==> src/hdl/pin_harness_pkg.sv <==
// ------------------------------------------------
// Pin harness package.
// Pin widths, pin indices, I2C bus tables and the
// I2C line structs shared by the harness blocks.
// ------------------------------------------------

package pin_harness_pkg;

  // Widths of the flat pin vectors.
  localparam int InPinW    = 2;
  localparam int OutPinW   = 2;
  localparam int InoutPinW = 14;

  // Inout pin positions.
  // QWIIC0 / Arduino I2C pair, no device model.
  localparam int INOUT_PIN_SCL0       = 0;
  localparam int INOUT_PIN_SDA0       = 1;
  // QWIIC1 I2C pair.
  localparam int INOUT_PIN_SCL1       = 2;
  localparam int INOUT_PIN_SDA1       = 3;
  // RPi HAT ID EEPROM bus (G1 is SCL, G0 is SDA).
  localparam int INOUT_PIN_RPH_G0     = 4;
  localparam int INOUT_PIN_RPH_G1     = 5;
  // RPi HAT secondary bus, shared with GPIO2/3.
  localparam int INOUT_PIN_RPH_G2_SDA = 6;
  localparam int INOUT_PIN_RPH_G3_SCL = 7;
  // mikroBUS Click I2C pair, no device model.
  localparam int INOUT_PIN_MB5        = 8;
  localparam int INOUT_PIN_MB6        = 9;
  // Arduino loopback pairs.
  localparam int INOUT_PIN_AH_TMPIO0  = 10;
  localparam int INOUT_PIN_AH_TMPIO1  = 11;
  localparam int INOUT_PIN_AH_TMPIO8  = 12;
  localparam int INOUT_PIN_AH_TMPIO9  = 13;

  // Output pin positions.
  // MB4 is SPI COPI, MB7 is UART TX.
  localparam int OUT_PIN_MB4 = 0;
  localparam int OUT_PIN_MB7 = 1;

  // Input pin positions.
  // MB3 is SPI CIPO, MB8 is UART RX.
  localparam int IN_PIN_MB3 = 0;
  localparam int IN_PIN_MB8 = 1;

  // Modelled I2C buses.
  // Order is rpi0, rpi1, qwiic1.
  localparam int NumI2cBuses = 3;

  // Clock and data pin of each modelled bus.
  localparam int I2C_SCL_PIN [NumI2cBuses] = '{
    INOUT_PIN_RPH_G1, INOUT_PIN_RPH_G3_SCL, INOUT_PIN_SCL1
  };
  localparam int I2C_SDA_PIN [NumI2cBuses] = '{
    INOUT_PIN_RPH_G0, INOUT_PIN_RPH_G2_SDA, INOUT_PIN_SDA1
  };

  // I2C pins without a model.
  // These only see the board pull-ups.
  localparam int NumI2cPullups = 4;
  localparam int I2C_PULLUP_PINS [NumI2cPullups] = '{
    INOUT_PIN_SCL0, INOUT_PIN_SDA0, INOUT_PIN_MB5, INOUT_PIN_MB6
  };

  // CHERI error classes, bit 0 first.
  // Bounds, Tag, Seal, Permit Execute, Permit Load, Permit Store,
  // Permit Store Cap, Permit Store Local Cap, Permit Acc Sys Regs.
  localparam int CheriErrW = 9;
  localparam int CheriIdxW = 4;

  // One pair of open-drain I2C lines.
  typedef struct packed {
    logic scl;
    logic sda;
  } i2c_lines_t;

  // Line pairs for all modelled buses.
  typedef i2c_lines_t [NumI2cBuses-1:0] i2c_lines_vec_t;

endpackage

==> src/hdl/board_pin_harness.sv <==
// ------------------------------------------------
// Board pin harness.
// Joins I2C bus resolution, loopback retiming and
// CHERI error tracking onto the flat pin vectors.
// ------------------------------------------------

module board_pin_harness import pin_harness_pkg::*; (
  input  logic                 clk_i,
  input  logic                 rst_ni,
  // Pin vectors from the system.
  input  logic [InoutPinW-1:0] inout_to_pins_i,
  input  logic [InoutPinW-1:0] inout_to_pins_en_i,
  input  logic [OutPinW-1:0]   out_to_pins_i,
  // Pin vectors back to the system.
  output logic [InoutPinW-1:0] inout_from_pins_o,
  output logic [InPinW-1:0]    in_from_pins_o,
  // I2C device models.
  input  i2c_lines_vec_t       i2c_dev_i,
  output i2c_lines_vec_t       i2c_bus_o,
  // CHERI error reporting.
  input  logic [CheriErrW-1:0] cheri_err_i,
  output logic [CheriErrW-1:0] cheri_seen_o,
  output logic                 cheri_new_o,
  output logic [CheriIdxW-1:0] cheri_new_idx_o
);

  // Resolved I2C pin levels.
  logic [InoutPinW-1:0] i2c_from_pins;
  // Retimed inout returns, TMPIO9 then TMPIO0.
  logic [1:0]           loop_inout;

  // I2C buses, combinational.
  i2c_bus_bank u_i2c_bus_bank (
    .inout_to_pins_i    (inout_to_pins_i),
    .inout_to_pins_en_i (inout_to_pins_en_i),
    .i2c_dev_i          (i2c_dev_i),
    .i2c_bus_o          (i2c_bus_o),
    .i2c_from_pins_o    (i2c_from_pins)
  );

  // Loopback pairs, one cycle late.
  loopback_retimer u_loopback_retimer (
    .clk_i           (clk_i),
    .rst_ni          (rst_ni),
    .inout_to_pins_i (inout_to_pins_i),
    .out_to_pins_i   (out_to_pins_i),
    .loop_inout_o    (loop_inout),
    .in_from_pins_o  (in_from_pins_o)
  );

  // CHERI first-occurrence tracking.
  cheri_err_tracker u_cheri_err_tracker (
    .clk_i           (clk_i),
    .rst_ni          (rst_ni),
    .cheri_err_i     (cheri_err_i),
    .cheri_seen_o    (cheri_seen_o),
    .cheri_new_o     (cheri_new_o),
    .cheri_new_idx_o (cheri_new_idx_o)
  );

  // Merge sources into the inout return vector.
  always_comb begin
    // Unconnected pins idle high.
    inout_from_pins_o = '1;

    // Modelled buses.
    for (int b = 0; b < NumI2cBuses; b++) begin
      inout_from_pins_o[I2C_SCL_PIN[b]] = i2c_from_pins[I2C_SCL_PIN[b]];
      inout_from_pins_o[I2C_SDA_PIN[b]] = i2c_from_pins[I2C_SDA_PIN[b]];
    end

    // Pulled-up buses.
    for (int p = 0; p < NumI2cPullups; p++) begin
      inout_from_pins_o[I2C_PULLUP_PINS[p]] = i2c_from_pins[I2C_PULLUP_PINS[p]];
    end

    // Arduino loopbacks.
    inout_from_pins_o[INOUT_PIN_AH_TMPIO9] = loop_inout[1];
    inout_from_pins_o[INOUT_PIN_AH_TMPIO0] = loop_inout[0];
  end

endmodule

==> src/hdl/cheri_err_tracker.sv <==
// ------------------------------------------------
// CHERI error tracker.
// Sticky record of error classes with a one-cycle
// strobe carrying the lowest newly seen class.
// ------------------------------------------------

module cheri_err_tracker import pin_harness_pkg::*; (
  input  logic                 clk_i,
  input  logic                 rst_ni,
  // Modulated error levels, one bit per class.
  input  logic [CheriErrW-1:0] cheri_err_i,
  // Classes seen since reset.
  output logic [CheriErrW-1:0] cheri_seen_o,
  // First-occurrence strobe and class index.
  output logic                 cheri_new_o,
  output logic [CheriIdxW-1:0] cheri_new_idx_o
);

  logic [CheriErrW-1:0] seen_q;
  logic [CheriErrW-1:0] new_cls;
  logic                 any_new;
  logic                 new_q;
  logic [CheriIdxW-1:0] new_idx_d;
  logic [CheriIdxW-1:0] new_idx_q;

  // Classes high now but not yet recorded.
  // Error lines pulse many times per event,
  // so only the first pulse counts.
  assign new_cls = cheri_err_i & ~seen_q;
  assign any_new = |new_cls;

  // Lowest set bit wins.
  // Scan from the top so lower bits overwrite.
  always_comb begin
    new_idx_d = '0;
    for (int i = CheriErrW - 1; i >= 0; i--) begin
      if (new_cls[i]) begin
        new_idx_d = CheriIdxW'(i);
      end
    end
  end

  // Seen vector only ever gains bits.
  always_ff @(posedge clk_i or negedge rst_ni) begin
    if (!rst_ni) begin
      seen_q <= '0;
    end else if (any_new) begin
      seen_q <= seen_q | cheri_err_i;
    end
  end

  // Strobe lasts one cycle per batch of new classes.
  // Index holds until the next batch.
  always_ff @(posedge clk_i or negedge rst_ni) begin
    if (!rst_ni) begin
      new_q     <= 1'b0;
      new_idx_q <= '0;
    end else begin
      new_q <= any_new;
      if (any_new) begin
        new_idx_q <= new_idx_d;
      end
    end
  end

  assign cheri_seen_o    = seen_q;
  assign cheri_new_o     = new_q;
  assign cheri_new_idx_o = new_idx_q;

  // Strobe drops after one cycle unless fresh classes arrive.
  property p_new_single;
    @(posedge clk_i) disable iff (!rst_ni)
      (cheri_new_o && !any_new) |=> !cheri_new_o;
  endproperty
  a_new_single: assert property (p_new_single)
    else $error("cheri_new_o held without a new class");

  // Recorded classes stay recorded until reset.
  property p_seen_sticky;
    @(posedge clk_i) disable iff (!rst_ni)
      (cheri_seen_o & $past(cheri_seen_o)) == $past(cheri_seen_o);
  endproperty
  a_seen_sticky: assert property (p_seen_sticky)
    else $error("cheri_seen_o lost a bit outside reset");

endmodule

==> src/hdl/i2c_bus_bank.sv <==
// ------------------------------------------------
// I2C bus bank.
// Open-drain wired-AND resolution of the modelled
// I2C buses and pull-ups on the unmodelled pins.
// ------------------------------------------------

module i2c_bus_bank import pin_harness_pkg::*; (
  // Controller side of the inout pins.
  input  logic [InoutPinW-1:0] inout_to_pins_i,
  input  logic [InoutPinW-1:0] inout_to_pins_en_i,
  // Device pull-downs, one pair per bus.
  input  i2c_lines_vec_t       i2c_dev_i,
  // Controller open-drain level, one pair per bus.
  output i2c_lines_vec_t       i2c_bus_o,
  // Resolved levels at the I2C pin positions.
  output logic [InoutPinW-1:0] i2c_from_pins_o
);

  // Wired-AND of controller and device on each line.
  i2c_lines_vec_t line_lvl;

  for (genvar b = 0; b < NumI2cBuses; b++) begin : g_bus

    // An open-drain driver only pulls low.
    // Released lines float to 1.
    assign i2c_bus_o[b] = '{
      scl: inout_to_pins_en_i[I2C_SCL_PIN[b]] ? inout_to_pins_i[I2C_SCL_PIN[b]] : 1'b1,
      sda: inout_to_pins_en_i[I2C_SDA_PIN[b]] ? inout_to_pins_i[I2C_SDA_PIN[b]] : 1'b1
    };

    // Bus is low if either side pulls it low.
    // The controller must see its own traffic here
    // or it reports contention.
    assign line_lvl[b] = i2c_bus_o[b] & i2c_dev_i[b];

    // A driven 0 always wins on the returned pin.
    always_comb begin : p_od_check
      assert (!(inout_to_pins_en_i[I2C_SCL_PIN[b]] === 1'b1 &&
                inout_to_pins_i[I2C_SCL_PIN[b]] === 1'b0 &&
                i2c_from_pins_o[I2C_SCL_PIN[b]] === 1'b1))
        else $error("I2C bus %0d: SCL high while driven low", b);
      assert (!(inout_to_pins_en_i[I2C_SDA_PIN[b]] === 1'b1 &&
                inout_to_pins_i[I2C_SDA_PIN[b]] === 1'b0 &&
                i2c_from_pins_o[I2C_SDA_PIN[b]] === 1'b1))
        else $error("I2C bus %0d: SDA high while driven low", b);
    end

  end

  // Scatter resolved lines back to pin positions.
  always_comb begin
    // Non-I2C positions carry nothing here.
    i2c_from_pins_o = '0;

    // Unmodelled buses idle high.
    // Only the PCB pull-up is present.
    for (int p = 0; p < NumI2cPullups; p++) begin
      i2c_from_pins_o[I2C_PULLUP_PINS[p]] = 1'b1;
    end

    // Modelled buses return the resolved level.
    for (int b = 0; b < NumI2cBuses; b++) begin
      i2c_from_pins_o[I2C_SCL_PIN[b]] = line_lvl[b].scl;
      i2c_from_pins_o[I2C_SDA_PIN[b]] = line_lvl[b].sda;
    end
  end

endmodule

==> src/hdl/loopback_retimer.sv <==
// ------------------------------------------------
// Loopback retimer.
// One register stage returning loopback outputs
// to their paired input pins.
// ------------------------------------------------

module loopback_retimer import pin_harness_pkg::*; (
  input  logic                 clk_i,
  input  logic                 rst_ni,
  // Loopback sources.
  input  logic [InoutPinW-1:0] inout_to_pins_i,
  input  logic [OutPinW-1:0]   out_to_pins_i,
  // Returned inout bits, TMPIO9 then TMPIO0.
  output logic [1:0]           loop_inout_o,
  // Returned input pins.
  output logic [InPinW-1:0]    in_from_pins_o
);

  // One field per returned pin.
  typedef struct packed {
    logic tmpio9;
    logic tmpio0;
    logic mb8;
    logic mb3;
  } loop_bits_t;

  loop_bits_t loop_q;

  // Registering the return breaks the loop
  // between the pin vectors.
  // A plain wire would close a combinational cycle at net level.
  always_ff @(posedge clk_i or negedge rst_ni) begin
    if (!rst_ni) begin
      loop_q <= '0;
    end else begin
      loop_q.tmpio9 <= inout_to_pins_i[INOUT_PIN_AH_TMPIO8];
      loop_q.tmpio0 <= inout_to_pins_i[INOUT_PIN_AH_TMPIO1];
      // mikroBUS UART TX to RX.
      loop_q.mb8    <= out_to_pins_i[OUT_PIN_MB7];
      // mikroBUS SPI COPI to CIPO.
      loop_q.mb3    <= out_to_pins_i[OUT_PIN_MB4];
    end
  end

  assign loop_inout_o = {loop_q.tmpio9, loop_q.tmpio0};

  // Place returns at their input pin positions.
  always_comb begin
    in_from_pins_o             = '0;
    in_from_pins_o[IN_PIN_MB8] = loop_q.mb8;
    in_from_pins_o[IN_PIN_MB3] = loop_q.mb3;
  end

endmodule

==> config.mk <==
export PLATFORM = sky130hd
export DESIGN_NAME = board_pin_harness
export DESIGN_NICKNAME = d
export VERILOG_FILES = /design/src/hdl/pin_harness_pkg.sv /design/src/hdl/board_pin_harness.sv /design/src/hdl/cheri_err_tracker.sv /design/src/hdl/i2c_bus_bank.sv /design/src/hdl/loopback_retimer.sv
export SDC_FILE = /design/constraint.sdc
export NUM_CORES = 1
export LEC_CHECK = 0
export BUFFER_PORTS_ARGS = -buffer_cell sky130_fd_sc_hd__buf_4
export CAP_MARGIN = 20
export CORE_UTILIZATION = 36
export DETAILED_ROUTE_END_ITERATION = 10
export HOLD_SLACK_MARGIN = 0.12
export MAX_ROUTING_LAYER = met4
export PLACE_DENSITY = 0.84
export SYNTH_ARGS = -nofsm -noshare
export SYNTH_HDL_FRONTEND = slang
export SYNTH_SLANG_ARGS = --single-unit
==> constraint.sdc <==
create_clock -name clk_i -period 1.4 [get_ports clk_i]
set_clock_uncertainty 0.05 [all_clocks]
set_input_delay 0.21 -clock clk_i [delete_from_list [all_inputs] [get_ports clk_i]]
set_output_delay 0.21 -clock clk_i [all_outputs]
set_load 0.005 [all_outputs]
# [Word level (Yosys, flattened, before mapping)]
# Cells that the tools add are included.
[op_classes] n_mux=15 n_bitwise=6 reduce_logical=1
[op_table] op="two-way mux 4 bit" n=9
[op_table] op="bitwise AND 9 bit" n=1
[op_table] op="inverter 9 bit" n=1
[op_table] op="OR 9 bit" n=1
[op_table] op="OR reduction 9 bit" n=1
[op_table] op="bitwise AND 2 bit" n=3
[op_table] op="two-way mux 1 bit" n=6
[word_totals] ff_bits=18 inputBits=47

# [Logic depth before layout (Yosys ltp)]
# Gate-level depths: netlist (run 1).
[depth] word_depth=11 depth_mapped=4 depth_no_buf=4

# [Hierarchy]
# From an unflattened synthesis (run 1), not the netlist that was laid out.
[unflattened] cells_unflattened=82 area_unflattened_um2=987.2
[modules_own_cells] module="cheri_err_tracker" n_inst=1 cells_per_inst=53 area_per_inst_um2=665.6 seq_area_each_um2=350.3
[modules_own_cells] module="i2c_bus_bank" n_inst=1 cells_per_inst=22 area_per_inst_um2=202.7 seq_area_each_um2=0.0
[modules_own_cells] module="loopback_retimer" n_inst=1 cells_per_inst=4 area_per_inst_um2=100.1 seq_area_each_um2=100.1
[modules_own_cells] module="board_pin_harness" n_inst=1 cells_per_inst=3 area_per_inst_um2=18.8 seq_area_each_um2=0.0

# [Worst setup path before layout (run 1)]
# OpenSTA, ideal clock, no wires.
[synth_timing] kind="flip-flop to flip-flop" start="reg u_cheri_err_tracker.seen_q[5] (netlist: u_cheri_err_tracker.cheri_seen_o[5])" end="reg u_cheri_err_tracker.seen_q[0] (netlist: u_cheri_err_tracker.cheri_seen_o[0])" setup_time_ns=0.118 t_arrival_ns=1.140 slack_ns=0.092 stages_incl_launch_ff=5 path_buffers=0 cell_sequence="dfrtp_1 nor2b_4 nor4_4 nand3_4 a21o_1"
[synth_via] elab_chain_cells=3
[synth_rtl] item="start, declared" line_no="cheri_err_tracker.sv:19" rtl="logic [CheriErrW-1:0] seen_q;"
[synth_rtl] item="start signal, assigned" line_no="cheri_err_tracker.sv:48" rtl="seen_q <= seen_q | cheri_err_i;"
[synth_rtl] item="inverter 9 bit" line_no="cheri_err_tracker.sv:29" rtl="assign new_cls = cheri_err_i & ~seen_q;"
[synth_rtl] item="bitwise AND 9 bit" line_no="cheri_err_tracker.sv:29"
[synth_rtl] item="OR reduction 9 bit" line_no="cheri_err_tracker.sv:30" rtl="assign any_new = |new_cls;"
[synth_rtl] item="net u_cheri_err_tracker.any_new" line_no="cheri_err_tracker.sv:21" rtl="logic any_new;"
# The timed path passes the listed nets, and every way through them passes these cells.
# A chain may end at the register's enable or synchronous reset.

# [Final worst setup path (run 1)]
[layout_timing] start="reg u_cheri_err_tracker.seen_q[0] (netlist: u_cheri_err_tracker.cheri_seen_o[0])" end="reg u_cheri_err_tracker.seen_q[2] (netlist: u_cheri_err_tracker.cheri_seen_o[2])"
# Same word-level chain as after synthesis.

==> impl_metrics.toml, run 1 <==
[grt]
grt_max_degree = 19
grt_overflow = 0
grt_pass1_vias = 839
grt_antenna_before_repair = 0
grt_first_pass_wirelength_um = 3770
grt.total_usage_pct = 20.5

[clock_network]
clock-root-buffer = "clkbuf_4"
clk_latency_ns = 0.29
path_clk_slew_ns = 0.10
numCtsBuffers = 3
htree_num_levels = 1
cts_sinks = 18
cts_buffer_depth = 2
cts_tree = "done"

[yosys]
synth_area_um2 = 895
ys_seq_area_share_pct = 50.3
postSynthCellCount = 76
synth_seq_cells = 18
yosysWarnings = 0
ys_types = 25
avgSynthCellArea_um2 = 11.8

[placement]
dpl_cell_area_mm2 = 0.00139
dp_hpwl_um = 1580
place_congestion = 0.786
portBuffers = 62

[finish]
drive_gt1_share_pct = 52.2
utilization_pct = 69.7
finish.instance_area_mm2 = 0.00159
num-nets-final = 208
layout_commonest_cell = "buf_4"
mostFrequentLayoutCells = "67 x buf_4, 18 x dfrtp_1, 14 x dlygate4sd3_1, 9 x nand2b_1, 7 x a21o_1"
diodes = 0
area_growth_pct = 77.2
fill_cells = 156

[die]
die_w_um = 51.9
start_util_pct = 39.3
rows = 17
die_h_um = 51.9
coreArea_mm2 = 0.00228
io_pins = 83
dieArea_mm2 = 0.00269

[critical_path]
crit_required_ns = 1.54
path_cells = "nor2b_4 -> nor4b_4 -> nand3_4 -> a21o_1"
critPathKind = "flop to flop"
worst_setup_path_end_kind = "flop"
worstPathMaxFanout = 8
crit_arrival_ns = 1.57
cp_top_family = "simple AND/OR/NAND/NOR gates"
critPathLaunchType = "flop"
cp_slowest_cell = "dfrtp_1"
path_buf_inv = 0
slowest_delay_ns = 0.43

[flow_run]
drv_cap = 0

[sta]
fmax_mhz = 697
rsz0062_at_grt = "true"
fin_ws_ns = -0.0354
final-hold-violation-count = 0
post-route-period-util_pct = 103
min_period_ns = 1.44
slew_violations = 0
hold_slack_ns = 0.159
setup_viol = 7

[detailed_routing]
drc_errors = 0
wl_per_cell_um = 13.7
first_iter_violations = 5
drtAntennaViolNets = 0
routed_wl_um = 2550
dr.pass1.iters = 4
vias = 858
vias_per_cell = 4.59

[min_path]
hp-class = "input port to flop"

[pwr]
vdd_drop_max_v = 0.000748
powerDensity_mw_per_mm2 = 822
p_leak_nw = 0.795

[run_status]
status = "complete, but fails checks"
violations = "negative setup slack"
-- state kept, by name, indices dropped and copies added (netlist names) --
| signal | cells |
|---|---|
| u_cheri_err_tracker.cheri_new_idx_o | 4 |
| u_loopback_retimer.in_from_pins_o | 2 |
| u_loopback_retimer.loop_inout_o | 2 |
| u_cheri_err_tracker.cheri_seen_o | 9 |
| u_cheri_err_tracker.cheri_new_o | 1 |
-- timing repair --
action | CTS | global route
hold endpoints to repair | 31 | 0
setup endpoints to repair | 4 | 9
setup buffers | 2 | 0
gates resized for setup | 0 | 4
hold buffers | 14 | 0
pin swaps | 0 | 1
-- per-layer routing --
layer	global-route usage, %	wire [µm]	up-vias
met2	40.0	1440	55
met1	19.4	861	395
li1	-	-	404
met4	5.41	25	0
met3	5.26	230	4
met5	-	0	-
-- worst min-delay path: stages --
cell	delay, ns
buf_4	0.10
nand2b_4	0.06
nand2b_1	0.06
a21oi_1	0.04
-- power by group --
group          internal, mW  switching (mW)
clock                 0.100           0.155
combinational         0.270           0.159
sequential            0.580          0.0383
-- cell usage after synthesis (all sizes together) --
library cell	n	area share, %
mux2i	1	1.1
nor4b	1	2.7
buf	6	5.0
nand2b	10	7.0
nor4	1	2.4
a211oi	2	1.7
inv	2	0.84
a21oi	2	1.1
a21o	7	5.9
or2	3	2.1
nor2	2	0.84
nor3	1	0.56
dfrtp	18	50
nor2b	6	7.8
and2b	1	0.84
and2	6	4.2
nand3	1	2.0
nor3b	1	0.84
conb	1	0.42
or3	1	0.70
nand2	2	0.84
a21boi	1	0.84
-- path summary, 6_finish.rpt --
path | from | to | slack [ns] | depth (start not counted)
hold reg to reg | u_cheri_err_tracker.cheri_seen_o[8] | u_cheri_err_tracker.cheri_seen_o[8] | 0.45 | 1
hold / removal | cheri_err_i[1] | u_cheri_err_tracker.cheri_new_idx_o[1] | 0.16 | 4
setup / recovery | u_cheri_err_tracker.cheri_seen_o[0] | u_cheri_err_tracker.cheri_seen_o[2] | -0.04 | 4
min in group asynchronous | rst_ni | u_cheri_err_tracker.cheri_new_idx_o[0] | 0.26 | 2
max in group asynchronous | rst_ni | u_loopback_retimer.in_from_pins_o[1] | 0.84 | 2
setup reg to reg | u_cheri_err_tracker.cheri_seen_o[0] | u_cheri_err_tracker.cheri_seen_o[2] | -0.04 | 4
-- layout make-up --
class	instances	area (µm²)	area share, %
clock buffer	3	22.5	1.42
sequential	18	450	28.4
multi-input combinational	55	427	26.9
tap	28	35.0	2.21
inverter	2	7.51	0.474
timing repair buffer	81	643	40.6
-- per-stage QoR --
stage	worst slack, ns	TNS (ns)	instances	total power [mW]
floorplan	0.0916	0	81	0.782
global placement	0.0488	0	168	0.995
detailed placement	0.00746	0	168	1.01
CTS	0.00364	0	187	1.29
global route	-0.0973	-0.599	187	1.36
finish	-0.0354	-0.134	187	1.30
-- cells by family (layout without fill, tap and decap cells) --
kind of cell,after synthesis,after routing,share of synthesized area [%]
flip-flops,18,18,50.3
AND/OR/NAND/NOR,36,36,32.7
buffers and inverters,8,86,5.87
other,1,6,0.419
multiplexers,1,1,1.12
AO/OA/AOI/OAI,12,12,9.51
Power figures use the tool's default switching activity.
==> run 2: changes to the inputs <==
--- a/config.mk
+++ b/config.mk
@@ -8,6 +8,7 @@
 export BUFFER_PORTS_ARGS = -buffer_cell sky130_fd_sc_hd__buf_4
 export CAP_MARGIN = 20
 export CORE_UTILIZATION = 36
+export CTS_BUF_LIST = sky130_fd_sc_hd__clkbuf_16
 export DETAILED_ROUTE_END_ITERATION = 10
 export HOLD_SLACK_MARGIN = 0.12
 export MAX_ROUTING_LAYER = met4
==> impl_metrics.toml, run 2 (synthesis results as in run 1) <==
[run_status]
status = "finished, final reports clean"

[die]
die_h_um = 51.9
rows = 17
io_pins = 83
start_util_pct = 39.3
dieArea_mm2 = 0.00269
die_w_um = 51.9
coreArea_mm2 = 0.00228

[detailed_routing]
first_iter_violations = 3
drc_errors = 0
wl_per_cell_um = 12.0
dr.pass1.iters = 3
drtAntennaViolNets = 0
vias = 828
routed_wl_um = 2190
vias_per_cell = 4.52

[critical_path]
cp_slowest_cell = "dfrtp_1"
slowest_delay_ns = 0.42
rr_endpoint = "u_cheri_err_tracker.cheri_seen_o[4]"
crit_end = "u_cheri_err_tracker.cheri_seen_o[4]"
critPathKind = "flop to flop"
crit_path_start = "u_cheri_err_tracker.cheri_seen_o[0]"
r2r-start = "u_cheri_err_tracker.cheri_seen_o[0]"
r2r_cells = 4
cp_num_cells = 4
worst_setup_path_end_kind = "flop"
crit_required_ns = 1.49
worstPathMaxFanout = 8
cp_top_family = "simple AND/OR/NAND/NOR gates"
rrSetupSlack_ns = 0.008
path_cells = "nor2b_4 -> nor4b_4 -> nand3_4 -> a21o_1"
path_buf_inv = 0
critPathLaunchType = "flop"
crit_arrival_ns = 1.48

[finish]
mostFrequentLayoutCells = "67 x buf_4, 18 x dfrtp_1, 10 x dlygate4sd3_1, 9 x nand2b_1, 7 x a21o_1"
num-nets-final = 204
largest_reg_flops = 9
finish.instance_area_mm2 = 0.00159
area_growth_pct = 77.6
layout_commonest_cell = "buf_4"
diodes = 0
drive_gt1_share_pct = 51.6
utilization_pct = 69.8

[min_path]
hp-class = "input port to flop"
min_from = "cheri_err_i[5]"

[sta]
rsz0062_at_grt = "true"
post-route-period-util_pct = 99.5
fin_ws_ns = 0.00767
slew_violations = 0
final-hold-violation-count = 0
fmax_mhz = 718
min_period_ns = 1.39
setup_viol = 0
fin_setup_tns_ns = 0

[grt]
grt_antenna_before_repair = 0
grt.total_usage_pct = 18.9
grt_overflow = 0
grt_max_degree = 19
grt_first_pass_wirelength_um = 3530
grt_pass1_vias = 842

[flow_run]
drv_cap = 0

[clock_network]
path_clk_slew_ns = 0.05
cts_tree = "done"
cts_sinks = 18
cts_buffer_depth = 2
numCtsBuffers = 3
clk_latency_ns = 0.25
htree_num_levels = 1
clock-root-buffer = "clkbuf_16"

[placement]
preCtsSetupSlack_ns = 0.00746
portBuffers = 62
dpl_cell_area_mm2 = 0.00139
place_congestion = 0.786
dp_hpwl_um = 1580

[pwr]
p_leak_nw = 0.800
vdd_drop_max_v = 0.00101
p_total_mw = 1.59
powerDensity_mw_per_mm2 = 998
## run 2: how the worst min path moves through the flow
stage,endpoint,cells past startpoint
finish,u_cheri_err_tracker.cheri_seen_o[5],2
global route,u_cheri_err_tracker.cheri_seen_o[2],2
CTS,u_cheri_err_tracker.cheri_seen_o[5],2
detailed placement,u_cheri_err_tracker.cheri_new_idx_o[0],1
global placement,u_cheri_err_tracker.cheri_seen_o[0],1
floorplan,u_cheri_err_tracker.cheri_new_idx_o[0],0
## run 2: where the power goes
part | switching, mW | leakage [nW] | internal, mW
combinational | 0.146 | 0.572 | 0.261
clock | 0.184 | 0.0370 | 0.376
sequential | 0.0370 | 0.191 | 0.582
total | 0.367 | 0.800 | 1.22
## run 2: repair_timing
action,CTS,global route
setup buffers,1,1
setup endpoints to repair,1,9
pin swaps,0,0
endpoints found under the hold margin,27,0
resized for setup,0,1
hold buffers,10,0
## run 2: final cells by class
cell class | count | area, µm²
fill | 165 | 687
timing repair buffer | 77 | 603
sequential | 18 | 450
multi-input combinational | 55 | 418
clock buffer | 3 | 75.1
tap | 28 | 35.0
inverter | 2 | 7.51
## run 2: per-stage QoR
stage / hold WS [ns] / instances
2_1_floorplan: -0.136 / 81
3_3_place_gp: 0.0343 / 168
3_5_place_dp: 0.0383 / 168
4_1_cts: 0.123 / 182
5_1_grt: 0.135 / 183
6_report: 0.124 / 183
## run 2: routing by layer
layer,up-vias,track usage (%),routed length [µm]
met5,-,-,0
met4,0,7.66,29
met3,3,5.85,244
met2,50,35.9,1170
met1,374,17.0,754
li1,401,-,-
## run 2: worst register-to-register path, cell delays in order (launching register included)
cell     delay, ns
dfrtp_1       0.42
nor2b_4       0.08
nor4b_4       0.35
nand3_4       0.17
a21o_1        0.21
